==> src/hw/sd_cmd_pkg.sv <==
// SD command line shared definitions
// Widths, request and response structs, FSM encodings and the
// configuration the card model reports back to the host
`default_nettype none

package sd_cmd_pkg;

    // Field widths of the command token
    typedef logic [5:0]  sd_index_t;
    typedef logic [31:0] sd_arg_t;
    typedef logic [6:0]  sd_crc7_t;

    // Request from the user side to the host controller
    typedef struct packed {
        sd_index_t index;
        sd_arg_t   arg;
    } sd_cmd_req_t;

    // Decoded response handed back to the user side
    typedef struct packed {
        sd_index_t index;
        sd_arg_t   arg;
        logic      crc_ok;
        logic      timeout;
    } sd_cmd_resp_t;

    // Card side FSM
    typedef enum logic [2:0] {
        CS_IDLE,
        CS_REQ_START,
        CS_REQ_BODY,
        CS_REQ_CRC,
        CS_REQ_STOP,
        CS_WAIT_RESP,
        CS_RESP_BODY,
        CS_RESP_CRC
    } card_state_e;

    // Host side FSM
    typedef enum logic [2:0] {
        HS_IDLE,
        HS_SEND,
        HS_WAIT_START,
        HS_RECV,
        HS_DONE
    } host_state_e;

    // Card configuration reported in CMD8 and ACMD41 responses
    localparam logic        CFG_PCIE_1_2V  = 1'b0;
    localparam logic        CFG_PCIE_AVAIL = 1'b1;
    localparam logic [3:0]  CFG_VHS        = 4'b0001;
    localparam logic [23:0] CFG_VDD_WINDOW = 24'hFF8000;

    localparam int        CMD_FRAME_BITS  = 48;
    // Clocks from the request stop bit to the response start bit
    localparam int        RESP_GAP_CYCLES = 10;
    // R3 responses carry all ones in the index field
    localparam sd_index_t IDX_RESP_R3     = 6'h3F;

endpackage

`default_nettype wire

==> src/hw/sd_card_cmd.sv <==
// SD card command line responder
// Samples a 48-bit command token, waits a fixed gap, then answers with a
// 48-bit response closed by its own CRC7 and an end bit.
// Knows CMD8, CMD55 and ACMD41; other indices get a zero argument
`timescale 1ns/100ps
`default_nettype none

module sd_card_cmd #(
    parameter int POWERUP_DELAY = 200
) (
    input  wire logic i_sclk,
    input  wire logic i_nrst,
    input  wire logic i_cmd,
    output logic      o_cmd,
    output logic      o_cmd_oe
);

    import sd_cmd_pkg::*;

    localparam int        PU_W                = $clog2(POWERUP_DELAY + 2);
    localparam sd_index_t IDX_SEND_IF_COND    = 6'h08;
    localparam sd_index_t IDX_SD_SEND_OP_COND = 6'h29;

    card_state_e               state_q, state_d;
    logic [5:0]                bitcnt_q, bitcnt_d;
    logic                      drive_q, drive_d;
    logic [PU_W-1:0]           pu_cnt_q;
    logic                      powerup_done;
    logic                      receiving;
    logic [CMD_FRAME_BITS-1:0] rx_shift_q, rx_shift_d;
    logic [39:0]               tx_shift_q, tx_shift_d;
    logic                      crc_clear;
    logic                      crc_next;
    logic                      crc_dat;
    sd_crc7_t                  crc7;
    logic [7:0]                crc_tail;
    sd_index_t                 req_index;
    sd_arg_t                   req_arg;
    sd_index_t                 resp_index;
    sd_arg_t                   resp_arg;

    sd_crc7 u_crc7 (
        .i_sclk  (i_sclk),
        .i_nrst  (i_nrst),
        .i_clear (crc_clear),
        .i_next  (crc_next),
        .i_dat   (crc_dat),
        .o_crc7  (crc7)
    );

    // Power-up counter saturates at POWERUP_DELAY
    always_ff @(posedge i_sclk or negedge i_nrst) begin
        if (!i_nrst) begin
            pu_cnt_q <= '0;
        end else if (!powerup_done) begin
            pu_cnt_q <= pu_cnt_q + 1'b1;
        end
    end

    assign powerup_done = (pu_cnt_q == PU_W'(POWERUP_DELAY));

    // Captured request fields, valid once the stop bit is shifted in
    assign req_index = rx_shift_q[45:40];
    assign req_arg   = rx_shift_q[39:8];

    always_comb begin
        resp_index = req_index;
        resp_arg   = '0;
        case (req_index)
            IDX_SEND_IF_COND: begin
                // Voltage accepted and check pattern echoed
                resp_arg[13]   = req_arg[13] & CFG_PCIE_1_2V;
                resp_arg[12]   = req_arg[12] & CFG_PCIE_AVAIL;
                resp_arg[11:8] = req_arg[11:8] & CFG_VHS;
                resp_arg[7:0]  = req_arg[7:0];
            end
            IDX_SD_SEND_OP_COND: begin
                // OCR with busy bit high once power-up is done
                resp_index     = IDX_RESP_R3;
                resp_arg[31]   = powerup_done;
                resp_arg[23:0] = req_arg[23:0] & CFG_VDD_WINDOW;
            end
            default: begin
                // CMD55 and everything else answer with a zero argument
                resp_arg = '0;
            end
        endcase
    end

    assign receiving = state_q inside {CS_IDLE, CS_REQ_START, CS_REQ_BODY,
                                       CS_REQ_CRC, CS_REQ_STOP};

    always_comb begin
        state_d    = state_q;
        bitcnt_d   = bitcnt_q;
        drive_d    = drive_q;
        rx_shift_d = rx_shift_q;
        tx_shift_d = tx_shift_q;
        crc_clear  = 1'b0;
        crc_next   = 1'b0;
        crc_dat    = i_cmd;

        // Stop bit included, so the whole token ends up in rx_shift
        if (receiving) begin
            rx_shift_d = {rx_shift_q[CMD_FRAME_BITS-2:0], i_cmd};
        end

        case (state_q)
            CS_IDLE: begin
                if (!i_cmd) begin
                    crc_next = 1'b1;
                    state_d  = CS_REQ_START;
                end else begin
                    crc_clear = 1'b1;
                end
            end
            CS_REQ_START: begin
                // Transmission bit must be 1 for a host command
                if (i_cmd) begin
                    crc_next = 1'b1;
                    bitcnt_d = 6'd37;
                    state_d  = CS_REQ_BODY;
                end else begin
                    crc_clear = 1'b1;
                    state_d   = CS_IDLE;
                end
            end
            CS_REQ_BODY: begin
                crc_next = 1'b1;
                if (bitcnt_q == '0) begin
                    bitcnt_d = 6'd6;
                    state_d  = CS_REQ_CRC;
                end else begin
                    bitcnt_d = bitcnt_q - 1'b1;
                end
            end
            CS_REQ_CRC: begin
                if (bitcnt_q == '0) begin
                    state_d = CS_REQ_STOP;
                end else begin
                    bitcnt_d = bitcnt_q - 1'b1;
                end
            end
            CS_REQ_STOP: begin
                crc_clear = 1'b1;
                bitcnt_d  = 6'(RESP_GAP_CYCLES);
                state_d   = CS_WAIT_RESP;
            end
            CS_WAIT_RESP: begin
                if (bitcnt_q == '0) begin
                    // Start bit 0, transmission bit 0 for a card response
                    tx_shift_d = {2'b00, resp_index, resp_arg};
                    bitcnt_d   = 6'd39;
                    drive_d    = 1'b1;
                    state_d    = CS_RESP_BODY;
                end else begin
                    bitcnt_d = bitcnt_q - 1'b1;
                end
            end
            CS_RESP_BODY: begin
                crc_dat    = tx_shift_q[39];
                crc_next   = 1'b1;
                tx_shift_d = {tx_shift_q[38:0], 1'b1};
                if (bitcnt_q == '0) begin
                    bitcnt_d = 6'd7;
                    state_d  = CS_RESP_CRC;
                end else begin
                    bitcnt_d = bitcnt_q - 1'b1;
                end
            end
            CS_RESP_CRC: begin
                if (bitcnt_q == '0) begin
                    drive_d = 1'b0;
                    state_d = CS_IDLE;
                end else begin
                    bitcnt_d = bitcnt_q - 1'b1;
                end
            end
            default: begin
                state_d = CS_IDLE;
            end
        endcase
    end

    always_ff @(posedge i_sclk or negedge i_nrst) begin
        if (!i_nrst) begin
            state_q  <= CS_IDLE;
            bitcnt_q <= '0;
            drive_q  <= 1'b0;
        end else begin
            state_q  <= state_d;
            bitcnt_q <= bitcnt_d;
            drive_q  <= drive_d;
        end
    end

    always_ff @(posedge i_sclk) begin
        rx_shift_q <= rx_shift_d;
        tx_shift_q <= tx_shift_d;
    end

    // CRC7 is held during RESP_CRC, so the tail is picked by bit count
    assign crc_tail = {crc7, 1'b1};
    assign o_cmd    = (state_q == CS_RESP_CRC) ? crc_tail[bitcnt_q[2:0]] : tx_shift_q[39];
    assign o_cmd_oe = drive_q;

    no_drive_in_rx_a: assert property (@(posedge i_sclk) disable iff (!i_nrst)
        receiving |-> !o_cmd_oe);

    // The host token carries a CRC7 that matches the card's own sum
    req_crc_a: assert property (@(posedge i_sclk) disable iff (!i_nrst)
        (state_q == CS_REQ_STOP) |-> (rx_shift_q[6:0] == crc7));

endmodule

`default_nettype wire

==> src/hw/sd_cmd_top.sv <==
// SD command line subsystem
// Host controller and card model joined by an open-drain style
// command line with a pull-up
`timescale 1ns/100ps
`default_nettype none

module sd_cmd_top #(
    parameter int POWERUP_DELAY = 200,
    parameter int RESP_TIMEOUT  = 64
) (
    input  wire logic                    i_sclk,
    input  wire logic                    i_nrst,
    input  wire sd_cmd_pkg::sd_cmd_req_t i_req,
    input  wire logic                    i_req_valid,
    output logic                         o_req_ready,
    output sd_cmd_pkg::sd_cmd_resp_t     o_resp,
    output logic                         o_resp_valid,
    input  wire logic                    i_resp_ready,
    output logic                         o_cmd_line
);

    logic host_cmd;
    logic host_oe;
    logic card_cmd;
    logic card_oe;
    logic cmd_line;

    sd_host_cmd #(
        .RESP_TIMEOUT (RESP_TIMEOUT)
    ) u_host (
        .i_sclk       (i_sclk),
        .i_nrst       (i_nrst),
        .i_req        (i_req),
        .i_req_valid  (i_req_valid),
        .o_req_ready  (o_req_ready),
        .o_resp       (o_resp),
        .o_resp_valid (o_resp_valid),
        .i_resp_ready (i_resp_ready),
        .i_cmd        (cmd_line),
        .o_cmd        (host_cmd),
        .o_cmd_oe     (host_oe)
    );

    sd_card_cmd #(
        .POWERUP_DELAY (POWERUP_DELAY)
    ) u_card (
        .i_sclk   (i_sclk),
        .i_nrst   (i_nrst),
        .i_cmd    (cmd_line),
        .o_cmd    (card_cmd),
        .o_cmd_oe (card_oe)
    );

    // Any enabled side driving 0 pulls the line low, else the pull-up wins
    assign cmd_line   = ~((host_oe & ~host_cmd) | (card_oe & ~card_cmd));
    assign o_cmd_line = cmd_line;

endmodule

`default_nettype wire

==> src/hw/sd_crc7.sv <==
// Bit-serial CRC7 generator, polynomial x^7 + x^3 + 1
// Clear resets the remainder, next shifts in one data bit
`timescale 1ns/100ps
`default_nettype none

module sd_crc7 (
    input  wire logic            i_sclk,
    input  wire logic            i_nrst,
    input  wire logic            i_clear,
    input  wire logic            i_next,
    input  wire logic            i_dat,
    output sd_cmd_pkg::sd_crc7_t o_crc7
);

    import sd_cmd_pkg::*;

    sd_crc7_t crc_q;
    logic     fb;

    // Feedback taps land on bits 0 and 3
    assign fb = crc_q[6] ^ i_dat;

    always_ff @(posedge i_sclk or negedge i_nrst) begin
        if (!i_nrst) begin
            crc_q <= '0;
        end else if (i_clear) begin
            crc_q <= '0;
        end else if (i_next) begin
            crc_q <= {crc_q[5:3], crc_q[2] ^ fb, crc_q[1:0], fb};
        end
    end

    assign o_crc7 = crc_q;

    clear_next_excl_a: assert property (@(posedge i_sclk) disable iff (!i_nrst)
        !(i_clear && i_next));

endmodule

`default_nettype wire

==> src/hw/sd_host_cmd.sv <==
// SD host command controller
// Frames a request as a 48-bit token with CRC7, shifts it onto the
// command line, then collects and checks the card response.
// Gives up with a timeout flag if no start bit shows up in time
`timescale 1ns/100ps
`default_nettype none

module sd_host_cmd #(
    parameter int RESP_TIMEOUT = 64
) (
    input  wire logic                    i_sclk,
    input  wire logic                    i_nrst,
    input  wire sd_cmd_pkg::sd_cmd_req_t i_req,
    input  wire logic                    i_req_valid,
    output logic                         o_req_ready,
    output sd_cmd_pkg::sd_cmd_resp_t     o_resp,
    output logic                         o_resp_valid,
    input  wire logic                    i_resp_ready,
    input  wire logic                    i_cmd,
    output logic                         o_cmd,
    output logic                         o_cmd_oe
);

    import sd_cmd_pkg::*;

    localparam int TMO_W = $clog2(RESP_TIMEOUT + 1);

    host_state_e      state_q, state_d;
    logic [5:0]       bitcnt_q, bitcnt_d;
    logic [TMO_W-1:0] tmo_cnt_q, tmo_cnt_d;
    logic [39:0]      tx_shift_q, tx_shift_d;
    logic [46:0]      rx_shift_q, rx_shift_d;
    logic [47:0]      rx_frame;
    sd_cmd_resp_t     resp_q, resp_d;
    logic             crc_clear;
    logic             crc_next;
    logic             crc_dat;
    sd_crc7_t         crc7;
    logic [7:0]       crc_tail;

    sd_crc7 u_crc7 (
        .i_sclk  (i_sclk),
        .i_nrst  (i_nrst),
        .i_clear (crc_clear),
        .i_next  (crc_next),
        .i_dat   (crc_dat),
        .o_crc7  (crc7)
    );

    // Full response token at the moment the end bit is on the line
    assign rx_frame = {rx_shift_q, i_cmd};

    always_comb begin
        state_d    = state_q;
        bitcnt_d   = bitcnt_q;
        tmo_cnt_d  = tmo_cnt_q;
        tx_shift_d = tx_shift_q;
        rx_shift_d = rx_shift_q;
        resp_d     = resp_q;
        crc_clear  = 1'b0;
        crc_next   = 1'b0;
        crc_dat    = i_cmd;

        case (state_q)
            HS_IDLE: begin
                crc_clear = 1'b1;
                if (i_req_valid) begin
                    tx_shift_d = {2'b01, i_req.index, i_req.arg};
                    bitcnt_d   = 6'(CMD_FRAME_BITS - 1);
                    state_d    = HS_SEND;
                end
            end
            HS_SEND: begin
                // First 40 bits feed the CRC, bits 7..1 carry it out
                crc_dat = tx_shift_q[39];
                if (bitcnt_q >= 6'd8) begin
                    crc_next   = 1'b1;
                    tx_shift_d = {tx_shift_q[38:0], 1'b1};
                end
                if (bitcnt_q == '0) begin
                    crc_clear = 1'b1;
                    tmo_cnt_d = '0;
                    state_d   = HS_WAIT_START;
                end else begin
                    bitcnt_d = bitcnt_q - 1'b1;
                end
            end
            HS_WAIT_START: begin
                if (!i_cmd) begin
                    crc_next   = 1'b1;
                    rx_shift_d = {rx_shift_q[45:0], i_cmd};
                    bitcnt_d   = 6'd46;
                    state_d    = HS_RECV;
                end else if (tmo_cnt_q == TMO_W'(RESP_TIMEOUT - 1)) begin
                    resp_d  = '{index: '0, arg: '0, crc_ok: 1'b0, timeout: 1'b1};
                    state_d = HS_DONE;
                end else begin
                    tmo_cnt_d = tmo_cnt_q + 1'b1;
                end
            end
            HS_RECV: begin
                rx_shift_d = {rx_shift_q[45:0], i_cmd};
                if (bitcnt_q >= 6'd8) begin
                    crc_next = 1'b1;
                end
                if (bitcnt_q == '0) begin
                    resp_d.index   = rx_frame[45:40];
                    resp_d.arg     = rx_frame[39:8];
                    resp_d.crc_ok  = (rx_frame[7:1] == crc7);
                    resp_d.timeout = 1'b0;
                    state_d        = HS_DONE;
                end else begin
                    bitcnt_d = bitcnt_q - 1'b1;
                end
            end
            HS_DONE: begin
                if (i_resp_ready) begin
                    state_d = HS_IDLE;
                end
            end
            default: begin
                state_d = HS_IDLE;
            end
        endcase
    end

    always_ff @(posedge i_sclk or negedge i_nrst) begin
        if (!i_nrst) begin
            state_q   <= HS_IDLE;
            bitcnt_q  <= '0;
            tmo_cnt_q <= '0;
        end else begin
            state_q   <= state_d;
            bitcnt_q  <= bitcnt_d;
            tmo_cnt_q <= tmo_cnt_d;
        end
    end

    always_ff @(posedge i_sclk) begin
        tx_shift_q <= tx_shift_d;
        rx_shift_q <= rx_shift_d;
        resp_q     <= resp_d;
    end

    // CRC7 settles before bit 7 goes out and is held until the stop bit
    assign crc_tail     = {crc7, 1'b1};
    assign o_cmd        = (bitcnt_q >= 6'd8) ? tx_shift_q[39] : crc_tail[bitcnt_q[2:0]];
    assign o_cmd_oe     = (state_q == HS_SEND);
    assign o_req_ready  = (state_q == HS_IDLE);
    assign o_resp_valid = (state_q == HS_DONE);
    assign o_resp       = resp_q;

    resp_hold_a: assert property (@(posedge i_sclk) disable iff (!i_nrst)
        (o_resp_valid && !i_resp_ready) |=> (o_resp_valid && $stable(o_resp)));

endmodule

`default_nettype wire

==> config.mk <==
export PLATFORM = sky130hd
export DESIGN_NAME = sd_cmd_top
export DESIGN_NICKNAME = d
export VERILOG_FILES = /design/src/hw/sd_cmd_pkg.sv /design/src/hw/sd_card_cmd.sv /design/src/hw/sd_cmd_top.sv /design/src/hw/sd_crc7.sv /design/src/hw/sd_host_cmd.sv
export SDC_FILE = /design/constraint.sdc
export NUM_CORES = 1
export LEC_CHECK = 0
export BUFFER_PORTS_ARGS = -buffer_cell sky130_fd_sc_hd__buf_2
export CAP_MARGIN = 20
export CORE_MARGIN = 1.5
export CORE_UTILIZATION = 35
export CTS_CLUSTER_SIZE = 10
export DETAILED_ROUTE_END_ITERATION = 10
export SKIP_LAST_GASP = 1
export SLEW_MARGIN = 10
export SYNTH_ARGS = -nofsm -noshare
export SYNTH_HDL_FRONTEND = slang
export SYNTH_SLANG_ARGS = --single-unit
==> constraint.sdc <==
create_clock -name i_sclk -period 6 [get_ports i_sclk]
set_clock_uncertainty 0.05 [all_clocks]
set_input_delay 0.6 -clock i_sclk [delete_from_list [all_inputs] [get_ports i_sclk]]
set_output_delay 0.6 -clock i_sclk [all_outputs]
set_load 0.005 [all_outputs]
==> reports/metrics.yaml, run 1 <==
placed_cell_area_um2: 11500
design_area_um2: 12430
initial_core_util_pct: 35.80
rows: 63
drc: 0
setup.worst_path.end: "o_cmd_line"
setup_viol: 0
seq_area_frac_synth_pct: 70.65
first_iter_violations: 517
postRouteAntennaNets: 0
finalWirelength_mm: 19.42
num_vias: 6311
cp-end-kind: "primary output"
fmax_ghz: 0.2802
period_minus_slack_ps: 3569
grt_pass1_wl_mm: 31.84
outcome: "finished, final reports clean"
synthMuxAreaShare_pct: 1.912
fin_setup_tns_ps: 0
hp-class: "primary input to async pin"
die_y_um: 177.6
synth_simple_gate_area_share_pct: 15.29
synth_compound_area_share_pct: 6.298
ff2ff_setup_slack_ps: 3000
p_per_area_nw_per_um2: 292.5
rr_startpoint: "u_host.state_q[1]"
fin_ws_ps: 2431
yosysTopAreaCell: "edfxtp_1"
syn_nets: 866
numPortBuffers: 84
synth_ff_type: "edfxtp_1"
grt_usage_pct: 12.37
grt-ovfl-total: 0
die-area_um2: 31540
nets: 947
synth_seq_cells: 259
crit_type: "flip-flop to primary output"
ctsHoldBuffers: 0
dpl.hpwl_mm: 11.66
via_per_inst: 4.810
yosysWarningCount: 0
critPathLaunch: "u_host.state_q[1]"
synthArstFlopShare_pct: 18.53
coreArea_um2: 29800
hold_viol: 0
dp.cells: 1255
syn_inst: 817
synth_top_family_by_area: "simple AND/OR/NAND/NOR gates"
start_kind: "flip-flop"
antenna_found_initial: 0
clk_pin_slew_worst_paths_ps: 60
ctsResizeCount: 0
diodes: 0
synth_most_common_cell: "edfxtp_1"
critPathRequiredTime_ps: 5350
cts_inserted_buffers: 30
syn_area_um2: 10670
cts.sink_count: 259
gp_congestion: 0.7619
p_leak_nw: 4.761
synthXorXnorAreaFrac_pct: 2.299
holdWs_ps: 140.2
clock_path_buffers: 3
fin_crit_sh_pct: 59.49
pre_cts_ws_ps: 2747
worstPathMaxFanout: 50
drive_gt1_share_pct: 16.49
synth-adder-area-share_pct: 0.8210
synth.area.top_cells: "edfxtp_1 59%, dfrtp_1 11%, nand2_1 6.7%"
max_slew_margin_pct: 37.89
synth_top_area_share_pct: 59.39
die-width_um: 177.6
ioPinCount: 85
syn2layout_area_growth_pct: 16.51
dr.pass1.iters: 6
synth_edf_count: 211
clock_latency_ps: 530
grt_pass1_vias: 6213
worst_pin_slew_ps: 931.6
fin_cells: 1312
slew_violations: 0
grt_setup_unrepaired: "false"
arrival_ps: 2920
avgRoutedWirePerCell_um: 14.80
grt_max_degree: 51
rr_endpoint: "u_card.u_crc7.o_crc7[6]"
synth_cell_types: 58
r2r_cells: 9
netlist_top_cells_count: "211 x edfxtp_1, 191 x nand2_1, 56 x and3_1"
cap_violations: 0
htreeDepth: 1
cts_root_buf: "clkbuf_16"
post-cts-setup-buffer-count: 0
syn_area_per_cell_um2: 13.06
tritoncts: "done"
vdd_drop_max_mv: 0.2148
==> area by class of cell <==
type	instances	area (um2)
timing repair buffer	99	545.5
tap	390	488.0
multi-input combinational	493	2898
inverter	15	61.31
sequential	259	7537
clock inverter	2	7.507
fill	2821	17370
clock buffer	54	892.1
==> worst min-delay path by stage <==
stage                          startpoint                 endpoint  slack, ps  cells after the start
finish                             i_nrst  u_card.u_crc7.o_crc7[4]        140                      2
global route                       i_nrst  u_card.u_crc7.o_crc7[3]        190                      2
CTS                                i_nrst  u_card.u_crc7.o_crc7[3]        140                      2
detailed placement  u_card.rx_shift_q[38]    u_card.rx_shift_q[39]        360                      0
global placement    u_card.rx_shift_q[22]    u_card.rx_shift_q[23]        350                      0
floorplan                          i_nrst       u_card.bitcnt_q[0]        250                      0
==> power by group <==
part	internal (mW)	switching (mW)	leakage, nW
clock	0.990	0.666	0.430
combinational	0.0190	0.0293	1.96
sequential	1.93	0.00115	2.37
==> critical path, cell delays in order (launching register included) <==
cell,delay [ps]
dfrtp_1,350
buf_4,260
or3b_1,380
buf_4,280
nor3_2,230
a31o_4,150
or2_1,310
clkinv_4,220
buf_2,180
==> sequential cells by signal, indices dropped and copies added (netlist names), 6 cells and up <==
name,cells
u_host.rx_shift_q,45
u_card.rx_shift_q,46
u_card.pu_cnt_q,8
u_card.tx_shift_q,40
u_host.bitcnt_q,6
u_card.u_crc7.o_crc7,7
u_host.tx_shift_q,40
u_card.bitcnt_q,6
u_host.u_crc7.o_crc7,7
u_host.tmo_cnt_q,7
u_host.o_resp,40
==> metrics by stage <==
stage	util [%]	power (mW)
4_1_cts	41.63	3.683
6_report	41.72	3.635
2_1_floorplan	-	1.989
3_5_place_dp	38.61	2.016
3_3_place_gp	38.61	2.016
5_1_grt	41.72	3.769
==> cell usage in the layout, fill, tap and decap left out, types with 15 or more instances in the layout <==
master / n
o21ai_0: 31
clkbuf_16: 31
nand2_1: 191
nor2_1: 15
and3_1: 56
dfrtp_1: 48
mux2i_1: 17
xnor2_1: 21
clkbuf_1: 20
edfxtp_1: 211
buf_2: 84
nand3_1: 15
==> metal layers <==
metal	vias to the layer above	track usage (%)	routed length (um)
li1	3112	-	-
met1	3029	17.91	9549
met2	138	19.03	8396
met3	32	2.271	1088
met4	0	3.431	388
met5	-	0	0
==> kinds of logic (layout without fill, tap and decap cells) <==
kind of cell             Yosys count  after routing
multiplexers                      19             19
flip-flops                       259            259
buffers and inverters             65            170
AO/OA/AOI/OAI                     96             96
adder cells (fa/ha/maj)            7              7
AND/OR/NAND/NOR                  343            343
XOR/XNOR                          28             28
(Power assumes the default switching activity.)
==> run 2, diff against run 1 <==
==> constraint.sdc (replaced) <==
create_clock -name i_sclk -period 2.9 [get_ports i_sclk]
set_clock_uncertainty 0.05 [all_clocks]
set_input_delay 0.29 -clock i_sclk [delete_from_list [all_inputs] [get_ports i_sclk]]
set_output_delay 0.29 -clock i_sclk [all_outputs]
set_load 0.005 [all_outputs]
==> reports/metrics.yaml, run 2 (synthesis gave the netlist of run 1 again) <==
outcome: "finished, final reports clean"
vdd_drop_max_mv: 0.5178  # +140%
drive_gt1_share_pct: 16.80  # +0.32 points
tritoncts: "done"
finalWirelength_mm: 20.24  # +4.2%
setup_viol: 0  # unchanged
final_core_util_pct: 43.35  # +1.6 points
top_layer: "met4"
gp_congestion: 0.7967  # +4.6%
initial_core_util_pct: 35.80  # unchanged
antenna_found_initial: 0  # unchanged
start_kind: "flip-flop"
reg_top3: "u_card.rx_shift_q (46), u_host.rx_shift_q (45)"
hp-class: "primary input to async pin"
first_iter_violations: 523  # +1.2%
htreeDepth: 1  # unchanged
avgRoutedWirePerCell_um: 14.88  # +0.52%
design_area_um2: 12920  # +3.9%
critPathRequiredTime_ps: 2560  # -2790 ps
cp_cell_sequence: "mux2i_1 > mux4_2 > a31o_4 > or2_4 > clkinv_4 > buf_2"
nets: 995  # +5.1%
slew_violations: 0  # unchanged
pre_cts_ws_ps: 362.8  # -2384 ps
ff2ff_setup_slack_ps: 410  # -2590 ps
wl_met1_mm: 9.819  # +2.8%
via_per_inst: 4.815  # +0.11%
clk_pin_slew_worst_paths_ps: 50  # about the same
cts_inserted_buffers: 30  # unchanged
mostFrequentLayoutCell: "edfxtp_1"
final_cell_mix: "211 x edfxtp_1, 191 x nand2_1, 84 x buf_2, 56 x and3_1, 47 x dfrtp_1"
routed-wl-met2_mm: 9.257  # +10%
postRouteAntennaNets: 0  # unchanged
grt-ovfl-total: 0  # unchanged
grt_setup_unrepaired: "false"
grt_max_degree: 47  # -7.8%
fin_crit_sh_pct: 96.22
cap_violations: 0  # unchanged
syn2layout_area_growth_pct: 21.09
r2r_cells: 7  # -2
clock_path_buffers: 3  # unchanged
max_slew_margin_pct: 42.19  # +4.3 points
holdWs_ps: 91.69  # -48.52 ps
grt_pass1_wl_mm: 32.82  # +3.1%
cp_slowest_stage_delay_ps: 500  # +120 ps
largest_reg_flops: 46  # unchanged
cp-end-kind: "primary output"
period_minus_slack_ps: 2790
worst_pin_slew_ps: 863.4  # -68.24 ps
grt_usage_pct: 12.84  # +0.46 points
placed_cell_area_um2: 11620  # +1.0%
grt_pass1_vias: 6447  # +3.8%
die_y_um: 177.6  # unchanged
p_leak_nw: 4.974  # +4.5%
die-width_um: 177.6  # unchanged
dpl.hpwl_mm: 11.92  # +2.3%
crit_type: "flip-flop to primary output"
critPathLaunch: "u_host.bitcnt_q[1]"
diodes: 0  # unchanged
drc: 0  # unchanged
rr_startpoint: "u_card.bitcnt_q[1]"
rows: 63  # unchanged
cts.sink_count: 259  # unchanged
cts_root_buf: "clkbuf_16"
num_vias: 6549  # +3.8%
post-cts-setup-buffer-count: 0  # unchanged
arrival_ps: 2450  # -470 ps
power_mw: 7.530  # +110%
p_per_area_nw_per_um2: 582.9  # +99%
hold_viol: 0  # unchanged
worstPathMaxFanout: 14  # -72%
dr_wl_met3_um: 881  # -19%
rr_endpoint: "u_host.rx_shift_q[22]"
dr.pass1.iters: 4  # -2
clock_latency_ps: 540  # about the same
fmax_ghz: 0.3584
coreArea_um2: 29800  # unchanged
numPortBuffers: 84  # unchanged
setup.worst_path.end: "o_cmd_line"
die-area_um2: 31540  # unchanged
cp_slowest_cell: "mux4_2"
regMostFlops: "u_card.rx_shift_q"
ioPinCount: 85  # unchanged
fin_ws_ps: 109.5  # -2321 ps
## run 2: cell count changes in the layout (fill, tap and decap cells not counted), sizes merged
cell         before  now
dlygate4sd3       0   40
buf              99  107
## run 2: what timing repair did
action	in CTS	in global routing
pin swaps	0	0
hold endpoints to repair	47	0
gates cloned	0	0
gates resized for setup	1	2
hold buffers	40	0
setup endpoints to repair	1	1
## run 2: worst min path at each step
stage	start	end	slack (ps)	depth (start not counted)
global placement	i_nrst	u_card.u_crc7.o_crc7[4]	110	1
finish	i_nrst	u_card.u_crc7.o_crc7[4]	90	2
global route	i_nrst	u_card.u_crc7.o_crc7[4]	100	2
CTS	i_nrst	u_card.u_crc7.o_crc7[4]	70	2
detailed placement	i_nrst	u_card.u_crc7.o_crc7[4]	110	1
floorplan	i_nrst	u_card.bitcnt_q[0]	-60	0
## run 2: power breakdown
part / switching, mW / internal [mW]
clock network: 1.38 / 2.01
logic: 0.0729 / 0.0781
registers: 0.000294 / 3.99
total: 1.45 / 6.08
## run 2: critical path, delay by kind of cell, from the launching register on
family	cells	cell delay, ps
muxes	2	640
and+or+nand+nor	1	280
DFF	1	460
AOI/OAI and AO/OA	1	290
buffers and inverters	2	260
## run 2: area by class of cell
type | instances | area (um2)
clock buffers | 54 | 870.8
clock inverters | 2 | 21.27
fillers | 2725 | 16880
inverters | 15 | 61.31
multi-input cells | 493 | 2894
flip-flops and latches | 259 | 7538
well taps | 390 | 488.0
repair buffers | 147 | 1044
## run 2: layer usage
| layer | GRT usage [%] | vias up |
|---|---|---|
| met2 | 20.75 | 120 |
| met4 | 3.221 | 0 |
| li1 | - | 3216 |
| met1 | 17.88 | 3190 |
| met3 | 2.292 | 23 |
| met5 | 0 | - |
## run 2: stage by stage
| stage | std cells | setup TNS, ps |
|---|---|---|
| 6_report | 1360 | 0 |
| 5_1_grt | 1360 | 0 |
| 4_1_cts | 1360 | 0 |
| 3_5_place_dp | 1264 | 0 |
| 3_3_place_gp | 1264 | 0 |
| 2_1_floorplan | 817 | -8015 |
